$ cat src/rtl/carry_prop_pkg.sv
package carry_prop_pkg;

  // ~~~~~~~~~~~~~~~~~~~~~~~~~~~~~~~~~~~~~~~~~~~~~~~~~~
  // stream widths
  // ~~~~~~~~~~~~~~~~~~~~~~~~~~~~~~~~~~~~~~~~~~~~~~~~~~
  localparam int BYTE_WIDTH = 8;
  // carry sits in the top bit of a symbol
  localparam int SYM_WIDTH = BYTE_WIDTH + 1;

  // all-ones byte that a carry can ripple through
  localparam logic [BYTE_WIDTH-1:0] BYTE_MAX = '1;

  // controller states
  typedef enum logic [2:0] {
    EMPTY      = 3'd0,
    IDLE       = 3'd1,
    EMIT_PEND  = 3'd2,
    EMIT_RUN   = 3'd3,
    FLUSH_PEND = 3'd4,
    FLUSH_RUN  = 3'd5
  } ctrl_state_t;

endpackage

$ cat src/rtl/carry_prop_if.sv
`timescale 1ns/1ps

// controller <-> run counter
interface run_ctrl_if #(
  parameter int COUNT_WIDTH = 8
);
  logic incr;
  logic decr;
  logic clear;
  logic run_zero;
  // current run length for observation
  logic [COUNT_WIDTH-1:0] count;

  modport ctrl (output incr, decr, clear, input run_zero);
  modport counter (input incr, decr, clear, output run_zero, count);
endinterface

// controller <-> byte buffer
interface buf_ctrl_if;
  logic capture;
  logic commit;
  logic emit_run;
  // decoded from the latched symbol
  logic hold_sym;
  logic first_sym;

  modport ctrl (output capture, commit, emit_run, input hold_sym, first_sym);
  modport buffer (input capture, commit, emit_run, output hold_sym, first_sym);
endinterface

$ cat src/rtl/byte_buffer.sv
`timescale 1ns/1ps

module byte_buffer import carry_prop_pkg::*; (
  input  logic                  clk,
  input  logic                  rst,
  input  logic [SYM_WIDTH-1:0]  in_data,
  input  logic                  in_first,
  output logic [BYTE_WIDTH-1:0] out_data,
  buf_ctrl_if.buffer            buf_io
);

  logic                  carry_q;
  logic                  first_q;
  logic [BYTE_WIDTH-1:0] sym_byte_q;
  logic [BYTE_WIDTH-1:0] pend_q;
  logic [BYTE_WIDTH-1:0] base_byte;

  // ~~~~~~~~~~~~~~~~~~~~~~~~~~~~~~~~~~~~~~~~~~~~~~~~~~
  // latched symbol flags
  // ~~~~~~~~~~~~~~~~~~~~~~~~~~~~~~~~~~~~~~~~~~~~~~~~~~
  // commit drops the carry so flush bytes come out unchanged
  always_ff @(posedge clk) begin
    if (rst) begin
      carry_q <= 1'b0;
      first_q <= 1'b0;
    end else if (buf_io.capture) begin
      carry_q <= in_data[SYM_WIDTH-1];
      first_q <= in_first;
    end else if (buf_io.commit) begin
      carry_q <= 1'b0;
    end
  end

  // byte payload
  always_ff @(posedge clk) begin
    if (buf_io.capture) begin
      sym_byte_q <= in_data[BYTE_WIDTH-1:0];
    end
    if (buf_io.commit) begin
      pend_q <= sym_byte_q;
    end
  end

  assign buf_io.hold_sym  = !carry_q && (sym_byte_q == BYTE_MAX);
  assign buf_io.first_sym = first_q;

  // ~~~~~~~~~~~~~~~~~~~~~~~~~~~~~~~~~~~~~~~~~~~~~~~~~~
  // output byte
  // ~~~~~~~~~~~~~~~~~~~~~~~~~~~~~~~~~~~~~~~~~~~~~~~~~~
  // run bytes wrap from 0xFF to 0x00 when a carry arrives
  assign base_byte = buf_io.emit_run ? BYTE_MAX : pend_q;
  assign out_data  = base_byte + {{(BYTE_WIDTH-1){1'b0}}, carry_q};

endmodule

$ cat src/rtl/carry_prop_ctrl.sv
`timescale 1ns/1ps

module carry_prop_ctrl import carry_prop_pkg::*; (
  input  logic     clk,
  input  logic     rst,
  input  logic     in_valid,
  input  logic     in_last,
  output logic     in_ready,
  output logic     out_valid,
  output logic     out_last,
  input  logic     out_ready,
  run_ctrl_if.ctrl run,
  buf_ctrl_if.ctrl buf_io
);

  ctrl_state_t state;
  ctrl_state_t state_nxt;
  logic        sym_loaded;
  logic        sym_loaded_nxt;
  logic        last_q;
  logic        accepting;
  logic        out_fire;
  logic        flushing;

  // ~~~~~~~~~~~~~~~~~~~~~~~~~~~~~~~~~~~~~~~~~~~~~~~~~~
  // handshake decode
  // ~~~~~~~~~~~~~~~~~~~~~~~~~~~~~~~~~~~~~~~~~~~~~~~~~~
  assign accepting = (state == EMPTY) || (state == IDLE);
  assign flushing  = (state == FLUSH_PEND) || (state == FLUSH_RUN);

  // a latched symbol blocks new input until it is decided
  assign in_ready  = accepting && !sym_loaded;
  assign out_valid = !accepting;
  assign out_fire  = out_valid && out_ready;
  assign out_last  = flushing && run.run_zero;

  assign buf_io.capture  = in_valid && in_ready;
  assign buf_io.emit_run = (state == EMIT_RUN) || (state == FLUSH_RUN);

  // ~~~~~~~~~~~~~~~~~~~~~~~~~~~~~~~~~~~~~~~~~~~~~~~~~~
  // next state
  // ~~~~~~~~~~~~~~~~~~~~~~~~~~~~~~~~~~~~~~~~~~~~~~~~~~
  always_comb begin
    state_nxt      = state;
    sym_loaded_nxt = sym_loaded;
    run.incr       = 1'b0;
    run.decr       = 1'b0;
    run.clear      = 1'b0;
    buf_io.commit  = 1'b0;
    if (buf_io.capture) begin
      sym_loaded_nxt = 1'b1;
    end
    case (state)
      EMPTY, IDLE: begin
        if (sym_loaded) begin
          if (buf_io.first_sym || (state == EMPTY)) begin
            // frame start only makes the byte pending
            buf_io.commit  = 1'b1;
            run.clear      = 1'b1;
            sym_loaded_nxt = 1'b0;
            state_nxt      = last_q ? FLUSH_PEND : IDLE;
          end else if (buf_io.hold_sym) begin
            run.incr       = 1'b1;
            sym_loaded_nxt = 1'b0;
            state_nxt      = last_q ? FLUSH_PEND : IDLE;
          end else begin
            state_nxt = EMIT_PEND;
          end
        end
      end
      EMIT_PEND, EMIT_RUN: begin
        if (out_fire) begin
          if (run.run_zero) begin
            // whole run written so the symbol byte becomes pending
            buf_io.commit  = 1'b1;
            sym_loaded_nxt = 1'b0;
            state_nxt      = last_q ? FLUSH_PEND : IDLE;
          end else begin
            // count is one behind the bytes left in EMIT_RUN
            run.decr  = 1'b1;
            state_nxt = EMIT_RUN;
          end
        end
      end
      FLUSH_PEND, FLUSH_RUN: begin
        if (out_fire) begin
          if (run.run_zero) begin
            run.clear = 1'b1;
            state_nxt = EMPTY;
          end else begin
            run.decr  = 1'b1;
            state_nxt = FLUSH_RUN;
          end
        end
      end
      default: state_nxt = EMPTY;
    endcase
  end

  always_ff @(posedge clk) begin
    if (rst) begin
      state      <= EMPTY;
      sym_loaded <= 1'b0;
      last_q     <= 1'b0;
    end else begin
      state      <= state_nxt;
      sym_loaded <= sym_loaded_nxt;
      if (buf_io.capture) begin
        last_q <= in_last;
      end
    end
  end

endmodule

$ cat src/rtl/carry_prop_top.sv
`timescale 1ns/1ps

module carry_prop_top import carry_prop_pkg::*; #(
  parameter int COUNT_WIDTH = 8
) (
  input  logic                  clk,
  input  logic                  rst,
  // symbol stream in
  input  logic                  in_valid,
  output logic                  in_ready,
  input  logic [SYM_WIDTH-1:0]  in_data,
  input  logic                  in_first,
  input  logic                  in_last,
  // byte stream out
  output logic                  out_valid,
  input  logic                  out_ready,
  output logic [BYTE_WIDTH-1:0] out_data,
  output logic                  out_last
);

  // ~~~~~~~~~~~~~~~~~~~~~~~~~~~~~~~~~~~~~~~~~~~~~~~~~~
  // internal links
  // ~~~~~~~~~~~~~~~~~~~~~~~~~~~~~~~~~~~~~~~~~~~~~~~~~~
  run_ctrl_if #(
    .COUNT_WIDTH (COUNT_WIDTH)
  ) run_if ();

  buf_ctrl_if buf_if ();

  // ~~~~~~~~~~~~~~~~~~~~~~~~~~~~~~~~~~~~~~~~~~~~~~~~~~
  // blocks
  // ~~~~~~~~~~~~~~~~~~~~~~~~~~~~~~~~~~~~~~~~~~~~~~~~~~
  carry_prop_ctrl u_ctrl (
    .clk       (clk),
    .rst       (rst),
    .in_valid  (in_valid),
    .in_last   (in_last),
    .in_ready  (in_ready),
    .out_valid (out_valid),
    .out_last  (out_last),
    .out_ready (out_ready),
    .run       (run_if),
    .buf_io    (buf_if)
  );

  run_counter #(
    .COUNT_WIDTH (COUNT_WIDTH)
  ) u_run_counter (
    .clk (clk),
    .rst (rst),
    .run (run_if)
  );

  // symbol bits only ever reach the buffer
  byte_buffer u_byte_buffer (
    .clk      (clk),
    .rst      (rst),
    .in_data  (in_data),
    .in_first (in_first),
    .out_data (out_data),
    .buf_io   (buf_if)
  );

endmodule

$ cat src/rtl/run_counter.sv
`timescale 1ns/1ps

module run_counter #(
  parameter int COUNT_WIDTH = 8
) (
  input  logic        clk,
  input  logic        rst,
  run_ctrl_if.counter run
);

  logic [COUNT_WIDTH-1:0] count_q;

  // clear wins over incr and decr
  always_ff @(posedge clk) begin
    if (rst || run.clear) begin
      count_q <= '0;
    end else if (run.incr && !run.decr) begin
      count_q <= count_q + 1'b1;
    end else if (run.decr && !run.incr) begin
      count_q <= count_q - 1'b1;
    end
  end

  assign run.count    = count_q;
  assign run.run_zero = (count_q == '0);

endmodule

$ cat config.mk
export PLATFORM = sky130hd
export DESIGN_NAME = carry_prop_top
export DESIGN_NICKNAME = d
export VERILOG_FILES = /design/src/rtl/carry_prop_pkg.sv /design/src/rtl/carry_prop_if.sv /design/src/rtl/byte_buffer.sv /design/src/rtl/carry_prop_ctrl.sv /design/src/rtl/carry_prop_top.sv /design/src/rtl/run_counter.sv
export SDC_FILE = /design/constraint.sdc
export NUM_CORES = 1
export LEC_CHECK = 0
export ABC_AREA = 1
export BUFFER_PORTS_ARGS = -buffer_cell sky130_fd_sc_hd__clkbuf_2
export CAP_MARGIN = 30
export CORE_ASPECT_RATIO = 0.7
export CORE_UTILIZATION = 55
export DETAILED_ROUTE_END_ITERATION = 16
export GPL_TIMING_DRIVEN = 0
export MAX_ROUTING_LAYER = met4
export PLACE_DENSITY = 0.8
export SETUP_SLACK_MARGIN = 0.1
export SLEW_MARGIN = 20
export SYNTH_ARGS = -nofsm -noshare
export SYNTH_HDL_FRONTEND = slang
export SYNTH_SLANG_ARGS = --single-unit
$ cat constraint.sdc
create_clock -name clk -period 5.3 [get_ports clk]
set_clock_uncertainty 0.15 [all_clocks]
set_input_delay 0.265 -clock clk [delete_from_list [all_inputs] [get_ports clk]]
set_output_delay 0.265 -clock clk [all_outputs]
set_load 0.03 [all_outputs]
==> results_dict.tcl, run 1 <==
set metrics [dict create \
    synth_area_per_cell_um2 8.198 \
    die_area_um2 3670 \
    synth_seq_cells 31 \
    drive_above_1_share_pct 17.29 \
    cp.required_ns 5.32 \
    tightestPinTransition_ns 0.3751 \
    cp_max_fo 8 \
    synth_cells 230 \
    dr.pass1.iters 4 \
    ir_drop_v 0.0002917 \
    crit_start "u_ctrl.state[2]" \
    die_y_um 50.99 \
    drv_slew 0 \
    cts_buffer_depth 2 \
    cts_setup_buffers 0 \
    worstPathCellList "inv_1, ha_1, nor2_1, nand3_1, ha_1, inv_1, ha_1, a21oi_1, nand2_1, nand2_1, nand2_1, nand2_1, nand2_1, nand2_1, a21oi_1" \
    max_clock_freq_mhz 329.1 \
    drc 0 \
    drtIter0Drc 83 \
    synth_cell_types 30 \
    finalCritPeriodShare_pct 57.32 \
    swShare_pct 39.06 \
    fin_tns_setup_ns 0 \
    initial_core_util_pct 58.71 \
    cts_tree "done" \
    slew_headroom_pct 74.88 \
    die-width_um 71.98 \
    grt_max_degree 11 \
    yosys-top-cells-count "nand2_1, inv_1, nor2_1, a21oi_1, edfxtp_1" \
    cp_slowest_cell "dfxtp_1" \
    final.min_clock_period_ns 3.038 \
    critical_path_class "reg -> reg" \
    grtUsageTotal_pct 24.30 \
    nNetsFinal 296 \
    hp-class "in -> reg" \
    internal_power_mw 0.4871 \
    setup_ws_ns 2.262 \
    seqPwrFrac_pct 42.4 \
    syn_nets 261 \
    setup_viol 0 \
    dp_hpwl_um 3002 \
    cts.reportedPaths.clkPinSlew_ns 0.06 \
    switchingPower_mw 0.3123 \
    synth_async_sr_flop_share_pct 0 \
    drtAntennaViolNets 0 \
    vias 1586 \
    ys_warn_count 0 \
    area_growth_pct 15.59 \
    cp.arrival_ns 3.06 \
    routed_wl_um 3755 \
    clockRootBuffer "clkbuf_8" \
    ios 26 \
    grt_pass1_wl_um 6430 \
    via_per_inst 5.067 \
    leakagePower_nw 1.001 \
    status "completed" \
    clk_latency_ns 0.28 \
    p_comb_share_pct 36.6 \
    r2r_start "u_ctrl.state[2]" \
    place.gp.congestion 0.8524 \
    place_ws_ns 2.347 \
    hp-start "in_data[1]" \
    post_cts_resized 0 \
    synthTopCellsByArea "edfxtp_1, dfxtp_1, nand2_1" \
    wl_per_cell_um 12.00 \
    antenna_found_initial 0 \
    power_frac_clock_pct 21.0 \
    core_area_um2 3212 \
    ctsHtreeMaxLevel 2 \
    clock_sinks 31 \
    max_cap_viol_count 0 \
    cts_made_buffers 5 \
    ys_seq_area_share_pct 41.41 \
    gr-total-overflow 0 \
    yosysTopAreaCell "edfxtp_1" \
    worst_setup_path_end_kind "register" \
    rsz0062_at_grt "no" \
    final_util_pct 67.86 \
    power_density_nw_per_um2 366.8 \
    cpMostUsedCell "nand2_1" \
    n_antenna_cell 0 \
    synth-edff-count 16 \
    netlist_area_um2 1886 \
    rows 17 \
    startpoint_type "register" \
    synth_top_area_share_pct 25.48 \
    hold_violations 0 \
    synth.most_common_cell "nand2_1" \
    port_buffers 25 \
    synth_ff_type "edfxtp_1" \
    grt_pass1_vias 1376 \
    cpPeakStageDelay_ns 0.45 \
]
-- cell families after synthesis --
kind of cell             Yosys count  synth area share (%)
AND/OR/NAND/NOR                  108                 27.34
adder cells (fa/ha/maj)           16                 11.02
buffers and inverters             34                 6.768
XOR/XNOR                           7                 3.252
flip-flops                        31                 41.41
AO/OA/AOI/OAI                     34                 10.22
-- power by group through the flow --
stage	sequential, mW	clock (mW)	combinational [mW]
3_3_place_gp	0.341	0	0.286
6_report	0.339	0.167	0.293
3_5_place_dp	0.344	0	0.291
4_1_cts	0.338	0.173	0.292
5_1_grt	0.343	0.184	0.324
2_1_floorplan	0.333	0	0.227
-- flip-flops by register name (all words and copies together) (netlist names) --
| name | flops |
|---|---|
| u_byte_buffer.buf_io.first_sym | 1 |
| u_byte_buffer.carry_q | 1 |
| u_byte_buffer.pend_q | 8 |
| u_byte_buffer.sym_byte_q | 8 |
| u_ctrl.last_q | 1 |
| u_ctrl.state | 3 |
| u_ctrl.sym_loaded | 1 |
| u_run_counter.run.count | 8 |
-- through the flow --
| step | power (mW) | std cells | area, um2 | hold slack [ns] |
|---|---|---|---|---|
| 2_1_floorplan | 0.5601 | 230 | 1886 | 0.1841 |
| 3_3_place_gp | 0.6276 | 302 | 2069 | 0.2814 |
| 3_5_place_dp | 0.6355 | 302 | 2069 | 0.2925 |
| 4_1_cts | 0.8032 | 310 | 2150 | 0.001425 |
| 5_1_grt | 0.8509 | 313 | 2180 | 0.002070 |
| 6_report | 0.7994 | 313 | 2180 | 0.01258 |
-- cell usage in the layout, fill, tap and decap left out, drive strengths merged, types with 4 or more instances in the layout --
master	count
nand2	53
inv	33
clkbuf	31
nor2	28
a21oi	19
nand3	17
edfxtp	16
ha	15
dfxtp	15
o21ai	6
xnor2	5
or2	4
-- critical path, delay by kind of cell (launching register included) --
kind                     cells  cell delay [ns]
AND/OR/NAND/NOR              8             0.86
adder cells (fa/ha/maj)      3             0.85
flip-flops                   1             0.45
buffers and inverters        2             0.41
AO/OA/AOI/OAI                2             0.21
-- final timing paths --
path | end | slack (ns) | depth (start not counted)
max | u_run_counter.run.count[7] | 2.26 | 15
min | u_byte_buffer.sym_byte_q[1] | 0.01 | 1
max reg2reg | u_run_counter.run.count[7] | 2.26 | 15
min reg2reg | u_byte_buffer.pend_q[0] | 0.30 | 0
-- timing repair --
item,CTS,global route
hold buffers,0,3
endpoints found under the hold margin,0,3
endpoints found under the setup margin,0,0
-- routing by layer --
layer	global-route usage, %	vias up	part of all wire [%]
met2	32.08	55	42
met1	35.70	706	52
met3	7.101	0	6.3
li1	-	825	-
met5	-	-	0
met4	7.190	0	0
-- cell type report --
type                       instances  area (um2)
fill                             266        1032
multi-input combinational        165       977.2
sequential                        31       780.7
timing repair buffer              28       155.1
inverter                          34       127.6
clock buffer                       6       72.57
tap                               47       58.81
clock inverter                     2       7.507
No activity file was read; power rests on OpenSTA's default activity.
==> run 2: changes to the inputs <==
--- a/config.mk
+++ b/config.mk
@@ -9,11 +9,11 @@
 export BUFFER_PORTS_ARGS = -buffer_cell sky130_fd_sc_hd__clkbuf_2
 export CAP_MARGIN = 30
 export CORE_ASPECT_RATIO = 0.7
-export CORE_UTILIZATION = 55
+export CORE_UTILIZATION = 51
 export DETAILED_ROUTE_END_ITERATION = 16
 export GPL_TIMING_DRIVEN = 0
 export MAX_ROUTING_LAYER = met4
-export PLACE_DENSITY = 0.8
+export PLACE_DENSITY = 0.78
 export SETUP_SLACK_MARGIN = 0.1
 export SLEW_MARGIN = 20
 export SYNTH_ARGS = -nofsm -noshare
==> constraint.sdc (replaced) <==
create_clock -name clk -period 2.45 [get_ports clk]
set_clock_uncertainty 0.15 [all_clocks]
set_input_delay 0.1225 -clock clk [delete_from_list [all_inputs] [get_ports clk]]
set_output_delay 0.1225 -clock clk [all_outputs]
set_load 0.03 [all_outputs]
==> run 2 against run 1 <==
Worst setup slack got worse by 2.2 ns. Hold slack better by 0.076 ns. Routed wire length is 22% higher. Largest cell class unchanged.
==> results_dict.tcl, run 2 (same netlist as run 1, synthesis figures left out) <==
set metrics [dict create \
    wl_per_cell_um 13.54 \
    clk_latency_ns 0.28 \
    cpPeakStageDelay_ns 0.37 \
    grt_max_degree 11 \
    grt_pass1_vias 1486 \
    path_delay_family "compound AO/OA/AOI/OAI gates" \
    hold_path_depth 3 \
    gr-total-overflow 0 \
    hp-class "in -> reg" \
    wl_met1_um 2110 \
    ir_drop_v 0.0004837 \
    area_growth_pct 38.22 \
    rrSetupSlack_ns 0.09 \
    die_area_um2 3948 \
    tightestPinTransition_ns 0.4198 \
    design_area_um2 2606 \
    status "completed" \
    drtIter0Drc 152 \
    dr.pass1.iters 4 \
    worstPathCellList "inv_6, nand2_1, o21ai_1, nor3_4, ha_4, buf_6, fa_2, buf_4, a21oi_1, o21ai_0, o21ai_0, nor2_1" \
    initial_core_util_pct 53.33 \
    dr_wl_met3_um 263 \
    drv_slew 0 \
    top_layer_used "met4" \
    cts_buffer_depth 2 \
    antenna_found_initial 0 \
    startpoint_type "register" \
    r2r_start "u_ctrl.state[2]" \
    hold_violations 0 \
    setup_ws_ns 0.08889 \
    met2WireLength_um 2142 \
    whs_ns 0.08903 \
    cpMostUsedCell "o21ai_0" \
    rsz0062_at_grt "yes" \
    whs_endpoint "u_byte_buffer.carry_q" \
    worst_setup_path_end_kind "register" \
    final_cell_mix "nand2_1, inv_1, clkbuf_2" \
    vias 1775 \
    finalCritPeriodShare_pct 96.37 \
    grt_pass1_wl_um 6927 \
    hp-start "in_valid" \
    placed_area_um2 2107 \
    drtAntennaViolNets 0 \
    cp_max_fo 5 \
    die_y_um 52.88 \
    n_antenna_cell 0 \
    leakagePower_nw 1.142 \
    drive_above_1_share_pct 33.10 \
    drc 0 \
    setup_viol 0 \
    grtUsageTotal_pct 25.40 \
    cts_tree "done" \
    clockRootBuffer "clkbuf_8" \
    core_area_um2 3536 \
    clock_sinks 31 \
    critical_path_class "reg -> reg" \
    path_buf_inv 3 \
    cp_slowest_cell "dfxtp_4" \
    via_per_inst 5.267 \
    cp.depth 12 \
    max_clock_freq_mhz 423.5 \
    port_buffers 25 \
    rr_worst_depth 12 \
    cts.reportedPaths.clkPinSlew_ns 0.07 \
    place_ws_ns -0.2207 \
    place.gp.congestion 0.8592 \
    ctsHtreeMaxLevel 2 \
    rows 18 \
    max_cap_viol_count 0 \
    die-width_um 74.68 \
    nNetsFinal 317 \
    slew_headroom_pct 71.99 \
    reg2reg_to "u_run_counter.run.count[2]" \
    cp.required_ns 2.48 \
    power_density_nw_per_um2 716.5 \
    dp_hpwl_um 2899 \
    ios 26 \
    cp.arrival_ns 2.39 \
    routed_wl_um 4563 \
    final.min_clock_period_ns 2.361 \
    layout_commonest_cell "nand2_1" \
    cts_made_buffers 5 \
]
## run 2: cell types whose count changed in the layout (fill, tap and decap cells not counted), moves of 4 or more
cell	change
nand3_1	-4
ha_1	-10
nand3_2	+4
buf_4	+12
inv_1	-4
dlygate4sd3_1	+9
dfxtp_1	-6
ha_4	+9
## run 2: per-layer routing
layer / track usage, % / up-vias
li1: - / 870
met1: 33.93 / 840
met2: 38.59 / 58
met3: 5.333 / 7
met4: 8.491 / 0
met5: - / -
## run 2: timing repair
action / CTS / global route
setup buffers: 5 / 7
endpoints found under the setup margin: 10 / 8
pin swaps: 7 / 15
hold buffers: 12 / 0
endpoints found under the hold margin: 14 / 0
resized for setup: 28 / 23
cloned: 0 / 0
## run 2: worst max-delay path by stage
stage               startpoint                          to
2_1_floorplan  u_ctrl.state[2]  u_run_counter.run.count[6]
5_1_grt        u_ctrl.state[2]  u_run_counter.run.count[2]
6_report       u_ctrl.state[2]  u_run_counter.run.count[2]
4_1_cts        u_ctrl.state[2]  u_run_counter.run.count[5]
3_3_place_gp   u_ctrl.state[2]  u_run_counter.run.count[5]
3_5_place_dp   u_ctrl.state[2]  u_run_counter.run.count[5]
## run 2: cell type report
cell class	count	area, um2
clock buffer	6	72.57
clock inverter	2	12.51
fill	229	929.6
inverter	34	142.6
multi-input combinational	165	1170
sequential	31	795.8
tap	50	62.56
timing repair buffer	49	350.3
## run 2: power breakdown
part           switching (mW)  leakage [nW]  internal, mW  total (mW)
clock network           0.189        0.0412         0.198       0.387
logic                   0.485         0.824         0.251       0.736
registers              0.0759         0.277         0.668       0.744
total                   0.750          1.14          1.12        1.87
## run 2: per-stage QoR
stage | utilization [%] | total power [mW] | setup TNS, ns | instances
finish | 73.71 | 1.867 | 0 | 337
global route | 73.71 | 1.981 | -0.01852 | 337
CTS | 70.06 | 1.813 | 0 | 330
detailed placement | 59.59 | 1.370 | -0.9301 | 305
global placement | 59.59 | 1.358 | -0.6969 | 305
floorplan | - | 1.216 | 0 | 230
## run 2: tightest hold or removal path: stages
cell and delay (ns):
clkbuf_2 0.08, nand2_1 0.18, a21oi_1 0.10
==> run 3: changes to the inputs <==
--- a/config.mk
+++ b/config.mk
@@ -9,11 +9,11 @@
 export BUFFER_PORTS_ARGS = -buffer_cell sky130_fd_sc_hd__clkbuf_2
 export CAP_MARGIN = 30
 export CORE_ASPECT_RATIO = 0.7
-export CORE_UTILIZATION = 51
+export CORE_UTILIZATION = 55
 export DETAILED_ROUTE_END_ITERATION = 16
 export GPL_TIMING_DRIVEN = 0
 export MAX_ROUTING_LAYER = met4
-export PLACE_DENSITY = 0.78
+export PLACE_DENSITY = 0.8
 export SETUP_SLACK_MARGIN = 0.1
 export SLEW_MARGIN = 20
 export SYNTH_ARGS = -nofsm -noshare
==> constraint.sdc (replaced) <==
create_clock -name clk -period 2.7 [get_ports clk]
set_clock_uncertainty 0.15 [all_clocks]
set_input_delay 0.135 -clock clk [delete_from_list [all_inputs] [get_ports clk]]
set_output_delay 0.135 -clock clk [all_outputs]
set_load 0.03 [all_outputs]
==> run 3 against run 2 <==
First-iteration DRC count is 20% lower. Non-clock buffer count is 13 lower. Register-to-register slack better by 0.19 ns. Hold slack worse by 0.083 ns. Worst setup slack better by 0.19 ns. Sequential power is 9.7% lower. Largest power group unchanged. Final area is 7.5% lower. Clock-buffer cell count stayed put. Die area is 7.1% lower. Largest cell class unchanged. Highest routed layer unchanged. Sequential share of layout area is 2.3 points higher. Routed wire length is 5.9% lower.
==> results_dict.tcl, run 3 (same netlist as run 1, synthesis figures left out) <==
set metrics [dict create \
    gr-total-overflow 0 \
    finalCritPeriodShare_pct 89.75 \
    hp-start "in_data[8]" \
    switchingPower_mw 0.6449 \
    cts_made_buffers 5 \
    setup_ws_ns 0.2768 \
    grt_pass1_vias 1470 \
    vias 1679 \
    max_cap_viol_count 0 \
    place_ws_ns -0.2533 \
    initial_core_util_pct 58.71 \
    area_growth_pct 27.87 \
    setup_viol 0 \
    dp_hpwl_um 3002 \
    crit_start "u_ctrl.state[1]" \
    layout_commonest_cell "nand2_1" \
    fin_cells 321 \
    routed_wl_um 4295 \
    fin_tns_setup_ns 0 \
    grtUsageTotal_pct 26.32 \
    drtAntennaViolNets 0 \
    die_area_um2 3670 \
    leakagePower_nw 1.055 \
    clock_sinks 31 \
    antenna_found_initial 0 \
    clk_latency_ns 0.28 \
    via_per_inst 5.231 \
    p_comb_share_pct 37.7 \
    die_y_um 50.99 \
    seqPwrFrac_pct 41.5 \
    grt_pass1_wl_um 6941 \
    ios 26 \
    ctsHtreeMaxLevel 2 \
    worstPathCellList "inv_4, ha_4, nor2_4, nand3_1, ha_2, buf_4, fa_1, inv_1, nand4_1, nand3_1, a21oi_1, a21oi_1" \
    drc 0 \
    design_area_um2 2411 \
    final_cell_mix "nand2_1, inv_1, clkbuf_2" \
    clockRootBuffer "clkbuf_8" \
    worst_setup_path_end_kind "register" \
    nNetsFinal 304 \
    cts.reportedPaths.clkPinSlew_ns 0.06 \
    slew_headroom_pct 74.97 \
    power_frac_clock_pct 20.8 \
    drtIter0Drc 121 \
    place.gp.congestion 0.8524 \
    rsz0062_at_grt "no" \
    die-width_um 71.98 \
    n_antenna_cell 0 \
    r2r_start "u_ctrl.state[1]" \
    cts_buffer_depth 2 \
    hp-class "in -> reg" \
    cts_tree "done" \
    drv_slew 0 \
    core_area_um2 3212 \
    cp.required_ns 2.77 \
    drive_above_1_share_pct 25.55 \
    cp.arrival_ns 2.49 \
    tightestPinTransition_ns 0.3737 \
    startpoint_type "register" \
    final.min_clock_period_ns 2.423 \
    port_buffers 25 \
    rows 17 \
    multi_input_area_um2 1114 \
    dp.cells 302 \
    max_clock_freq_mhz 412.7 \
    placed_area_um2 2069 \
    nFillCells 208 \
    status "completed" \
    ir_drop_v 0.0005794 \
    regArea_um2 790.8 \
    wl_per_cell_um 13.38 \
    swShare_pct 39.77 \
    dr.pass1.iters 6 \
    cp_max_fo 6 \
    cp_slowest_cell "fa_1" \
    final_util_pct 75.07 \
    power_density_nw_per_um2 672.5 \
    hold_violations 0 \
    cpPeakStageDelay_ns 0.42 \
    grt_max_degree 11 \
    critical_path_class "reg -> reg" \
    internal_power_mw 0.9766 \
]
==> run 3: metal layers <==
layer  vias to the layer above  track usage (%)  wire length [um]  share of wire, %
li1                        846                -                 -                 -
met1                       759            36.63              2071                48
met2                        66            37.74              1874                44
met3                         8            7.101               303               7.1
met4                         0            7.843                45               1.0
met5                         -                -                 0                 0
==> run 3: final cells by class <==
cell class                      instances  share of cell area (%)
Tap cell                               47                   2.439
Timing Repair Buffer                   36                   9.652
Clock buffer                            6                   3.010
Multi-Input combinational cell        165                   46.19
Clock inverter                          2                  0.3114
Sequential cell                        31                   32.80
Inverter                               34                   5.605
==> run 3: critical path, delay by kind of cell (launching register included) <==
family          cells  cell delay (ns)
buf+inv             3             0.32
simple gates        4             0.49
fa+ha+maj           3             0.82
flops               1             0.40
compound gates      2             0.18
==> run 3: power by group through the flow <==
stage,logic [mW],clock network (mW),registers [mW]
floorplan,0.446,0,0.653
global placement,0.562,0,0.670
detailed placement,0.572,0,0.676
CTS,0.590,0.340,0.666
global route,0.668,0.363,0.679
finish,0.611,0.338,0.672
==> run 3: what timing repair did <==
| item | in CTS | in global routing |
|---|---|---|
| hold buffers | 10 | 0 |
| setup endpoints to repair | 7 | 8 |
| buffers inserted | 1 | 0 |
| pin swaps | 1 | 2 |
| resized for setup | 8 | 26 |
| endpoints found under the hold margin | 12 | 0 |
==> run 3: worst paths after layout <==
check                                     to  slack [ns]  cells past startpoint
setup / recovery  u_run_counter.run.count[6]        0.28                     12
hold / removal         u_byte_buffer.carry_q       0.006                      3
setup reg to reg  u_run_counter.run.count[6]        0.28                     12
hold reg to reg      u_byte_buffer.pend_q[0]        0.30                      0
==> run 3: metrics by stage <==
stage               power [mW]  hold slack (ns)
global placement         1.232           0.1616
finish                   1.622         0.006282
detailed placement       1.247           0.1664
CTS                      1.595         0.003603
global route             1.710          0.02726
floorplan                1.099          0.05407
